File: config.mk
export PLATFORM = sky130hd
export DESIGN_NAME = bju_top
export DESIGN_NICKNAME = d
export VERILOG_FILES = /design/src/hw/bju_pkg.sv /design/src/hw/bju_ex2_hold.sv /design/src/hw/bju_cond_cmp.sv /design/src/hw/bju_pcgen.sv /design/src/hw/bju_redirect.sv /design/src/hw/bju_top.sv
export VERILOG_INCLUDE_DIRS = /design/src /design/src/hw
export SDC_FILE = /design/constraint.sdc
export NUM_CORES = 1
export LEC_CHECK = 0
export CORE_AREA = 2 2 186 188
export DETAILED_ROUTE_END_ITERATION = 6
export DIE_AREA = 0 0 188 190
export DONT_BUFFER_PORTS = 1
export PLACE_DENSITY = 0.55
export SYNTH_ARGS = -nofsm -noshare
export SYNTH_HDL_FRONTEND = slang
export SYNTH_SLANG_ARGS = --single-unit
File: constraint.sdc
create_clock -name bju_fwd_clk -period 21 [get_ports bju_fwd_clk]
set_input_delay 2.1 -clock bju_fwd_clk [delete_from_list [all_inputs] [get_ports bju_fwd_clk]]
set_output_delay 2.1 -clock bju_fwd_clk [all_outputs]
set_load 0.005 [all_outputs]
File: src/hw/bju_defines.svh
`ifndef BJU_DEFINES_SVH
`define BJU_DEFINES_SVH

// Datapath and PC width
`define BJU_XLEN      32

// Physical register index width
`define BJU_REG_W     6

// Architectural x1, the link register
`define BJU_LINK_REG  1

// PC increments for 16-bit and 32-bit instructions
`define BJU_STEP16    2
`define BJU_STEP32    4

// EX1/EX2 state encodings
`define BJU_ST_EX1    1'b0
`define BJU_ST_EX2    1'b1

`endif

File: src/hw/bju_pkg.sv
`include "bju_defines.svh"

package bju_pkg;

  // Decoded function field
  typedef struct packed {
    logic auipc;
    logic cond;
    logic uncond;
    logic sgn;
    logic inv;
    logic eq_or_jalr;
    logic lt;
  } bju_func_t;

  // ========================================
  // Inputs
  // ========================================
  typedef struct packed {
    logic                   vld;
    logic                   sel;
    bju_func_t              func;
    logic [`BJU_XLEN-1:0]   src0;
    logic [`BJU_XLEN-1:0]   src1;
    logic [`BJU_REG_W-1:0]  src0_reg;
    logic [`BJU_REG_W-1:0]  dst_preg;
    logic                   wb_vld;
    logic                   inst_len;
    logic [1:0]             bht_pred;
    logic                   depd_src0;
    logic                   depd_src1;
    logic                   split;
  } bju_ex1_t;

  typedef struct packed {
    logic                   data_vld;
    logic [`BJU_XLEN-1:0]   data;
  } bju_lsu_fwd_t;

  typedef struct packed {
    logic                   reset_vld;
    logic [`BJU_XLEN-1:0]   rst_addr;
    logic                   chgflw_vld;
    logic [`BJU_XLEN-1:0]   chgflw_pc;
  } bju_pc_ctrl_t;

  typedef struct packed {
    logic                   cmplt_vld;
    logic                   inst_len;
    logic                   split;
    logic                   ex1_stall;
  } bju_retire_t;

  // Branch held over into EX2
  typedef struct packed {
    bju_func_t              func;
    logic [`BJU_XLEN-1:0]   src0;
    logic [`BJU_XLEN-1:0]   src1;
    logic                   inst_len;
    logic [1:0]             bht_pred;
    logic [`BJU_XLEN-1:0]   not_pred_pc;
  } bju_ex2_t;

  // ========================================
  // Reports
  // ========================================
  typedef struct packed {
    logic                   tar_pc_vld;
    logic [`BJU_XLEN-1:0]   tar_pc;
    logic                   cancel;
  } bju_ifu_redir_t;

  typedef struct packed {
    logic                   br_vld;
    logic                   taken;
    logic [1:0]             pred;
    logic                   mispred;
    logic [`BJU_XLEN-1:0]   cur_pc;
  } bju_bht_rpt_t;

  typedef struct packed {
    logic                   ret_vld;
    logic                   link_vld;
    logic                   ind_link_vld;
    logic                   pc_mispred;
  } bju_ras_rpt_t;

  typedef struct packed {
    logic                   rslt_vld;
    logic [`BJU_XLEN-1:0]   rslt;
    logic                   stall;
    logic                   no_op;
  } bju_dp_rpt_t;

  typedef struct packed {
    logic                   inst_vld;
    logic                   cmplt;
    logic                   inst_len;
    logic [`BJU_XLEN-1:0]   next_pc;
    logic [`BJU_XLEN-1:0]   cur_pc;
    logic                   ex2_next_pc_vld;
    logic [`BJU_XLEN-1:0]   ex2_next_pc;
    logic                   flush;
  } bju_rtu_rpt_t;

endpackage

File: src/hw/bju_ex2_hold.sv
`timescale 1ns/1ps
`include "bju_defines.svh"

module bju_ex2_hold (
  input  logic                  bju_fwd_clk,
  input  logic                  cpurst_b,
  input  bju_pkg::bju_ex1_t     ex1,
  input  bju_pkg::bju_lsu_fwd_t lsu,
  input  logic [`BJU_XLEN-1:0]  not_pred_pc,
  input  logic                  ras_set,
  output logic                  in_ex2,
  output bju_pkg::bju_ex2_t     ex2,
  output logic                  fwd_vld,
  output logic                  depd_lsu,
  output logic                  stall
);

  logic cond_sel;
  logic cur_state;
  logic next_state;

  // ========================================
  // Load dependency
  // ========================================
  // Only conditional branches wait on a load
  assign cond_sel = ex1.sel && ex1.func.cond;
  assign depd_lsu = cond_sel && (ex1.depd_src0 || ex1.depd_src1);

  // Load data arrives for a waiting branch
  assign fwd_vld  = ex1.vld && depd_lsu && lsu.data_vld && !in_ex2;

  // ========================================
  // EX1/EX2 state machine
  // ========================================
  always_comb
  begin
    case (cur_state)
      `BJU_ST_EX1: next_state = fwd_vld ? `BJU_ST_EX2 : `BJU_ST_EX1;
      default:     next_state = `BJU_ST_EX1;
    endcase
  end

  always_ff @(posedge bju_fwd_clk or negedge cpurst_b)
  begin
    if (!cpurst_b)
      cur_state <= `BJU_ST_EX1;
    else
      cur_state <= next_state;
  end

  assign in_ex2 = (cur_state == `BJU_ST_EX2);

  // ========================================
  // EX2 holding registers
  // ========================================
  always_ff @(posedge bju_fwd_clk)
  begin
    if (fwd_vld)
    begin
      ex2.func     <= ex1.func;
      ex2.inst_len <= ex1.inst_len;
      ex2.bht_pred <= ex1.bht_pred;
      // Take the load data on the dependent source
      ex2.src0     <= ex1.depd_src0 ? lsu.data : ex1.src0;
      ex2.src1     <= ex1.depd_src1 ? lsu.data : ex1.src1;
    end
  end

  // Also keeps the JALR target for the delayed redirect
  always_ff @(posedge bju_fwd_clk)
  begin
    if (fwd_vld || ras_set)
      ex2.not_pred_pc <= not_pred_pc;
  end

  // Waiting for load data, or resolving in EX2
  assign stall = (ex1.vld && depd_lsu && !fwd_vld) || in_ex2;

endmodule

File: src/hw/bju_cond_cmp.sv
`timescale 1ns/1ps
`include "bju_defines.svh"

module bju_cond_cmp (
  input  logic                  in_ex2,
  input  bju_pkg::bju_func_t    ex1_func,
  input  logic [`BJU_XLEN-1:0]  ex1_src0,
  input  logic [`BJU_XLEN-1:0]  ex1_src1,
  input  bju_pkg::bju_ex2_t     ex2,
  output logic                  cond_taken
);

  import bju_pkg::*;

  bju_func_t            func;
  logic [`BJU_XLEN-1:0] src0;
  logic [`BJU_XLEN-1:0] src1;
  logic                 eq;
  logic                 ult;
  logic                 slt;
  logic                 lt_res;

  // Held operands win during EX2
  assign func = in_ex2 ? ex2.func : ex1_func;
  assign src0 = in_ex2 ? ex2.src0 : ex1_src0;
  assign src1 = in_ex2 ? ex2.src1 : ex1_src1;

  assign eq  = (src0 == src1);
  assign ult = (src0 < src1);

  // Signed compare from sign bits and the unsigned result
  assign slt = (src0[`BJU_XLEN-1] && src1[`BJU_XLEN-1] && ult)
            || (src0[`BJU_XLEN-1] && !src1[`BJU_XLEN-1])
            || (!src0[`BJU_XLEN-1] && !src1[`BJU_XLEN-1] && ult);

  assign lt_res = func.sgn ? slt : ult;

  // BEQ/BNE on eq, BLT/BGE and unsigned forms on lt
  assign cond_taken = ((eq ^ func.inv) && func.eq_or_jalr)
                   || ((lt_res ^ func.inv) && func.lt);

endmodule

File: src/hw/bju_pcgen.sv
`timescale 1ns/1ps
`include "bju_defines.svh"

module bju_pcgen (
  input  logic                  bju_fwd_clk,
  input  logic                  cpurst_b,
  input  bju_pkg::bju_pc_ctrl_t pc_ctrl,
  input  bju_pkg::bju_retire_t  retire,
  input  logic [`BJU_XLEN-1:0]  next_pc,
  output logic [`BJU_XLEN-1:0]  cur_pc,
  output logic [`BJU_XLEN-1:0]  inc_pc
);

  // Halfword aligned, bit 0 is always zero
  logic [`BJU_XLEN-1:1] pc_q;
  logic                 retire_load;
  logic [`BJU_XLEN-1:0] step;

  // ========================================
  // PC register
  // ========================================
  // Split instructions advance only on their last part
  assign retire_load = retire.cmplt_vld && !retire.ex1_stall && !retire.split;

  always_ff @(posedge bju_fwd_clk or negedge cpurst_b)
  begin
    if (!cpurst_b)
      pc_q <= '0;
    else if (pc_ctrl.reset_vld)
      pc_q <= pc_ctrl.rst_addr[`BJU_XLEN-1:1];
    else if (pc_ctrl.chgflw_vld)
      pc_q <= pc_ctrl.chgflw_pc[`BJU_XLEN-1:1];
    else if (retire_load)
      pc_q <= next_pc[`BJU_XLEN-1:1];
  end

  assign cur_pc = {pc_q, 1'b0};

  // ========================================
  // Incrementer
  // ========================================
  assign step   = retire.inst_len ? `BJU_STEP32 : `BJU_STEP16;
  assign inc_pc = cur_pc + step;

endmodule

File: src/hw/bju_redirect.sv
`timescale 1ns/1ps
`include "bju_defines.svh"

module bju_redirect (
  input  logic                    bju_fwd_clk,
  input  logic                    cpurst_b,
  input  bju_pkg::bju_ex1_t       ex1,
  input  logic                    depd_lsu,
  input  logic                    in_ex2,
  input  bju_pkg::bju_ex2_t       ex2,
  input  logic                    cond_taken,
  input  logic [`BJU_XLEN-1:0]    ag_tar_pc,
  input  logic [`BJU_XLEN-1:0]    ifu_pc_pred,
  input  logic [`BJU_XLEN-1:0]    cur_pc,
  input  logic [`BJU_XLEN-1:0]    inc_pc,
  output logic [`BJU_XLEN-1:0]    next_pc,
  output logic [`BJU_XLEN-1:0]    not_pred_pc,
  output logic                    ras_set,
  output bju_pkg::bju_ifu_redir_t ifu,
  output bju_pkg::bju_bht_rpt_t   bht,
  output bju_pkg::bju_ras_rpt_t   ras,
  output bju_pkg::bju_dp_rpt_t    dp,
  output bju_pkg::bju_rtu_rpt_t   rtu
);

  import bju_pkg::*;

  localparam logic [`BJU_REG_W-1:0] LINK_REG = `BJU_LINK_REG;

  bju_func_t  func;
  logic       no_depd_cmplt;
  logic [1:0] bht_pred;
  logic       br_taken;
  logic       ex1_mispred;
  logic       ex2_mispred;
  logic       jalr;
  logic       src_is_link;
  logic       src_dst_equal;
  logic       link_raw;
  logic       pc_mispred;
  logic       ras_mispred_q;
  logic       held_redir;

  // ========================================
  // Operand prepare and next PC
  // ========================================
  assign func          = ex1.sel ? ex1.func : '0;
  assign no_depd_cmplt = ex1.vld && ex1.sel && !depd_lsu;
  assign bht_pred      = in_ex2 ? ex2.bht_pred : ex1.bht_pred;

  // A waiting branch follows its prediction
  assign br_taken = (no_depd_cmplt || in_ex2) ? cond_taken : ex1.bht_pred[1];

  assign next_pc     = ((func.cond && br_taken) || func.uncond) ? ag_tar_pc : inc_pc;
  assign not_pred_pc = (func.cond && bht_pred[1]) ? inc_pc : ag_tar_pc;

  // BHT mispredicts
  assign ex1_mispred = func.cond && (cond_taken ^ bht_pred[1]) && no_depd_cmplt;
  assign ex2_mispred = in_ex2 && (cond_taken ^ ex2.bht_pred[1]);

  // ========================================
  // JALR and return stack
  // ========================================
  assign jalr          = func.uncond && func.eq_or_jalr;
  assign src_is_link   = (ex1.src0_reg == LINK_REG);
  assign src_dst_equal = (ex1.src0_reg == ex1.dst_preg) && ex1.wb_vld;
  assign link_raw      = (ex1.dst_preg == LINK_REG) && func.uncond && ex1.wb_vld;

  // Return through x1 with a wrong target, redirected next cycle
  assign ras_set = ex1.vld && jalr && src_is_link
                && (src_dst_equal || (ag_tar_pc != ifu_pc_pred));

  // Indirect jump not through x1 has no RAS prediction
  assign pc_mispred = ex1.vld && jalr && !src_is_link;

  always_ff @(posedge bju_fwd_clk or negedge cpurst_b)
  begin
    if (!cpurst_b)
      ras_mispred_q <= 1'b0;
    else
      ras_mispred_q <= ras_set;
  end

  assign held_redir = ex2_mispred || ras_mispred_q;

  // ========================================
  // Reports
  // ========================================
  assign ifu.tar_pc_vld = ex1_mispred || pc_mispred || held_redir;
  assign ifu.tar_pc     = held_redir ? ex2.not_pred_pc : next_pc;
  assign ifu.cancel     = ifu.tar_pc_vld;

  assign bht.br_vld  = (func.cond && no_depd_cmplt) || in_ex2;
  assign bht.taken   = (func.cond || in_ex2) && br_taken;
  assign bht.pred    = bht_pred;
  assign bht.mispred = ex1_mispred || ex2_mispred;
  assign bht.cur_pc  = cur_pc;

  assign ras.ret_vld      = ex1.vld && jalr && src_is_link && !src_dst_equal;
  assign ras.link_vld     = ex1.vld && link_raw;
  assign ras.ind_link_vld = ex1.vld && link_raw && jalr;
  assign ras.pc_mispred   = pc_mispred;

  // Link result or AUIPC sum, stall is added at the top level
  assign dp.rslt_vld = (func.uncond || func.auipc) && ex1.wb_vld && ex1.vld;
  assign dp.rslt     = func.auipc ? ag_tar_pc : inc_pc;
  assign dp.stall    = 1'b0;
  assign dp.no_op    = !in_ex2 && !ras_mispred_q;

  assign rtu.inst_vld        = (ex1.vld && ex1.sel) || in_ex2;
  assign rtu.cmplt           = ((func.cond || func.uncond || func.auipc) && no_depd_cmplt)
                            || in_ex2;
  assign rtu.inst_len        = in_ex2 ? ex2.inst_len : ex1.inst_len;
  assign rtu.next_pc         = next_pc;
  assign rtu.cur_pc          = cur_pc;
  assign rtu.ex2_next_pc_vld = ex2_mispred;
  assign rtu.ex2_next_pc     = ex2.not_pred_pc;
  assign rtu.flush           = held_redir;

endmodule

File: src/hw/bju_top.sv
`timescale 1ns/1ps
`include "bju_defines.svh"

module bju_top (
  input  logic                    bju_fwd_clk,
  input  logic                    cpurst_b,
  input  bju_pkg::bju_ex1_t       ex1,
  input  logic [`BJU_XLEN-1:0]    ag_tar_pc,
  input  logic [`BJU_XLEN-1:0]    ifu_pc_pred,
  input  bju_pkg::bju_lsu_fwd_t   lsu,
  input  bju_pkg::bju_pc_ctrl_t   pc_ctrl,
  input  bju_pkg::bju_retire_t    retire,
  output bju_pkg::bju_ifu_redir_t ifu,
  output bju_pkg::bju_bht_rpt_t   bht,
  output bju_pkg::bju_ras_rpt_t   ras,
  output bju_pkg::bju_dp_rpt_t    dp,
  output bju_pkg::bju_rtu_rpt_t   rtu,
  output logic                    idu_stall
);

  import bju_pkg::*;

  logic                 in_ex2;
  bju_ex2_t             ex2;
  logic                 depd_lsu;
  logic                 stall;
  logic                 cond_taken;
  logic [`BJU_XLEN-1:0] cur_pc;
  logic [`BJU_XLEN-1:0] inc_pc;
  logic [`BJU_XLEN-1:0] next_pc;
  logic [`BJU_XLEN-1:0] not_pred_pc;
  logic                 ras_set;
  bju_dp_rpt_t          dp_raw;

  // ========================================
  // Load-dependent hold
  // ========================================
  bju_ex2_hold u_ex2_hold (
    .bju_fwd_clk (bju_fwd_clk),
    .cpurst_b    (cpurst_b),
    .ex1         (ex1),
    .lsu         (lsu),
    .not_pred_pc (not_pred_pc),
    .ras_set     (ras_set),
    .in_ex2      (in_ex2),
    .ex2         (ex2),
    .fwd_vld     (),
    .depd_lsu    (depd_lsu),
    .stall       (stall)
  );

  bju_cond_cmp u_cond_cmp (
    .in_ex2     (in_ex2),
    .ex1_func   (ex1.func),
    .ex1_src0   (ex1.src0),
    .ex1_src1   (ex1.src1),
    .ex2        (ex2),
    .cond_taken (cond_taken)
  );

  bju_pcgen u_pcgen (
    .bju_fwd_clk (bju_fwd_clk),
    .cpurst_b    (cpurst_b),
    .pc_ctrl     (pc_ctrl),
    .retire      (retire),
    .next_pc     (next_pc),
    .cur_pc      (cur_pc),
    .inc_pc      (inc_pc)
  );

  // ========================================
  // Redirect and reports
  // ========================================
  bju_redirect u_redirect (
    .bju_fwd_clk (bju_fwd_clk),
    .cpurst_b    (cpurst_b),
    .ex1         (ex1),
    .depd_lsu    (depd_lsu),
    .in_ex2      (in_ex2),
    .ex2         (ex2),
    .cond_taken  (cond_taken),
    .ag_tar_pc   (ag_tar_pc),
    .ifu_pc_pred (ifu_pc_pred),
    .cur_pc      (cur_pc),
    .inc_pc      (inc_pc),
    .next_pc     (next_pc),
    .not_pred_pc (not_pred_pc),
    .ras_set     (ras_set),
    .ifu         (ifu),
    .bht         (bht),
    .ras         (ras),
    .dp          (dp_raw),
    .rtu         (rtu)
  );

  // Merge the hold stall into the datapath report
  assign dp = '{rslt_vld: dp_raw.rslt_vld, rslt: dp_raw.rslt,
                stall: stall, no_op: dp_raw.no_op};

  assign idu_stall = in_ex2;

endmodule

==> flow_metrics.tcl <==
set metrics [dict create \
    setup_viol 0 \
    synth_area_leader_cell "edfxtp_1" \
    fin_util_pct 31.9 \
    synth_most_common_cell "mux2_2" \
    crit_path_cell_trace "buf_4 -> mux2_2 -> ha_1 -> nand4_1 -> nor4_1 -> nand3_1 -> xnor2_1 -> nor2_1 -> a221oi_2 -> nand2_2 -> a21oi_4 -> buf_4 -> mux2i_1 -> mux2_2" \
    hp-start "u_pcgen.pc_q[1]" \
    fin_crit_ns 8.16 \
    pin_count 473 \
    clock_sinks 136 \
    fill_cells 3496 \
    arrival_ns 6.06 \
    cts_hold_buf 0 \
    die_w_um 188 \
    r2r-start "u_ex2_hold.in_ex2" \
    wl_um 37300 \
    area_growth_pct 4.72 \
    timing.fmax_mhz 123 \
    holdPathStages 1 \
    firstDrtPassIters 7 \
    critPathCaptureType "output pin" \
    cts.path.max_buffers 2 \
    r2r_slack_ns 15.37 \
    fin_ws_ns 12.84 \
    critical_path_buf_inv_count 2 \
    yosysUniqueCellTypes 53 \
    finClkSkew_ns 0.0130 \
    port_buffers 0 \
    synth-seq-cells 136 \
    avgSynthCellArea_um2 10.2 \
    hp-class "reg2reg" \
    coreArea_um2 33900 \
    p_leak_uw 0.00413 \
    syn_area_um2 10300 \
    yosys_warnings 0 \
    antenna_left 0 \
    synth_edf_count 103 \
    fp.dieH_um 190 \
    r2r_cells 14 \
    critPathLaunchType "flip-flop" \
    rows 68 \
    drcViolationCount 0 \
    ys_top_cells_by_count "mux2_2, edfxtp_1, nor2_1" \
    ys_seq_area_share_pct 37.9 \
    cp_max_fo 46 \
    grt_max_degree 73 \
    rsz0062_at_grt "no" \
    dpl.hpwl_um 28600 \
    root_buffer "clkbuf_16" \
    critPathKind "reg2out" \
    nNetsFinal 1223 \
    cts-buffers-inserted 17 \
    grt_pass1_vias 7442 \
    cp_top_family "multiplexers" \
    post_dp_cell_area_um2 10200 \
    post-place-ws_ns 12.74 \
    cp.depth 14 \
    slew_violations 0 \
    overflow 0 \
    drt_iter0_markers 402 \
    viasPerCell 5.35 \
    gp_congestion 0.834 \
    cts_tree "yes" \
    max_stage_delay_ns 0.78 \
    h-tree-depth 4 \
    antenna_found_initial 2 \
    status "finished, final reports clean" \
    grt_first_pass_wirelength_um 52200 \
    ir_drop_uv 56.5 \
    finalHoldViolCount 0 \
    max_slew_margin_pct 25.1 \
    wl_per_cell_um 26.8 \
    yosysTopAreaCellShare_pct 29.9 \
    finalSetupTns_ns 0 \
    synth_flop_cell "edfxtp_1" \
    whs_endpoint "u_pcgen.pc_q[1]" \
    insertion_delay_ns 0.44 \
    maxCapViolations 0 \
    post_cts_buffers 0 \
    r2r-end "u_pcgen.pc_q[25]" \
    clkTransAtPathRegs_ns 0.06 \
    critPathSlowestCell "dfrtp_4" \
    required_ns 18.90 \
    async_flop_share_pct 24.3 \
    drive_gt1_share_pct 22.2 \
    post_cts_resized 0 \
    grtUsageTotal_pct 20.2 \
    worstMarginPinSlew_ns 1.12 \
    synth_area_leaders "edfxtp_1, mux2_2, dfrtp_1" \
    stdcell_area_um2 10800 \
    syn_inst 1018 \
    die-area_um2 35700 \
    vias 7454 \
    start_util_pct 30.4 \
    p_per_area_nw_per_um2 72.4 \
    min_period_over_period_pct 38.9 \
]
## worst register-to-register path, cell delays in order (launching register included)
cell      delay, ns
dfrtp_4        0.78
buf_4          0.69
mux2_2         0.44
ha_1           0.32
nand4_1        0.22
nor4_1         0.39
nand3_1        0.15
xnor2_1        0.17
nor2_1         0.06
a221oi_2       0.19
nand2_2        0.16
a21oi_4        0.54
buf_4          0.50
mux2i_1        0.70
a221o_1        0.24
## registers in the layout (all words and copies together) (netlist names)
| signal | count |
|---|---|
| u_pcgen.pc_q | 31 |
| u_ex2_hold.ex2 | 103 |
| u_ex2_hold.in_ex2 | 1 |
| u_redirect.ras_mispred_q | 1 |
## per-layer routing
layer,vias up,share of wire (%),track usage [%]
met4,0,3.1,7.66
met3,56,9.3,7.66
li1,3415,-,-
met5,-,0,0
met1,3624,39,23.6
met2,359,48,33.8
## worst max-delay path by stage
stage	slack (ns)	endpoint	from
floorplan	11.75	u_ex2_hold.ex2[0]	ex1[90]
global placement	12.70	ifu[26]	ex1[58]
detailed placement	12.74	ifu[26]	ex1[58]
CTS	12.70	ifu[26]	u_ex2_hold.in_ex2
global route	12.28	ifu[26]	u_ex2_hold.in_ex2
finish	12.84	ifu[26]	u_ex2_hold.in_ex2
## area by class of cell
class	instances	area, um^2	area share [%]
inverter	68	255	2.36
timing repair buffer	9	67.6	0.624
tap	455	569	5.26
antenna	2	5.00	0.0462
sequential	136	3920	36.2
multi-input combinational	693	5420	50.1
clock buffer	18	429	3.97
clock inverter	12	153	1.41
## report_power, final
group          switching, uW  internal, uW  leakage [uW]  total (uW)
clock network            123           185      0.000276         308
registers               25.3           303       0.00132         328
logic                   85.0          62.6       0.00253         148
## layout by cell type (no fill, tap or decap), types with 2 or more instances in the layout
cell,count
clkbuf_16,17
nand3_1,16
a221o_1,5
ha_1,36
bufinv_16,3
clkinvlp_4,3
nand2_1,61
or3_1,3
nor3_1,9
nand4_1,17
nor4_1,12
a21o_1,3
xor2_1,52
dfrtp_1,32
edfxtp_1,103
clkinv_2,2
a21oi_4,2
and2_1,3
nor2b_1,6
mux2_2,132
and3_1,7
nand3b_1,2
xnor2_1,18
mux2i_1,68
o221a_2,27
inv_6,2
nand2_2,2
a22o_1,5
and4_1,3
conb_1,2
buf_4,9
nor3b_2,2
o21ai_0,36
a21oi_1,71
nor2_1,74
diode_2,2
inv_1,68
nor4b_1,2
## through the flow
| step | cells | hold WS, ns | power [uW] |
|---|---|---|---|
| floorplan | 1019 | 0.599 | 448 |
| global placement | 1361 | 0.710 | 480 |
| detailed placement | 1361 | 0.717 | 481 |
| CTS | 1391 | 0.731 | 794 |
| global route | 1393 | 0.750 | 818 |
| finish | 1393 | 0.741 | 784 |
## kinds of logic after synthesis
family / count (synthesis) / share of synthesized area, %
xor+xnor: 70 / 5.93
simple gates: 224 / 10.2
fa+ha+maj: 37 / 4.55
flops: 136 / 37.9
compound gates: 159 / 10.5
other cells: 1 / 0.0363
buf+inv: 190 / 9.78
mux: 201 / 21.1
Power figures use the tool's default switching activity.
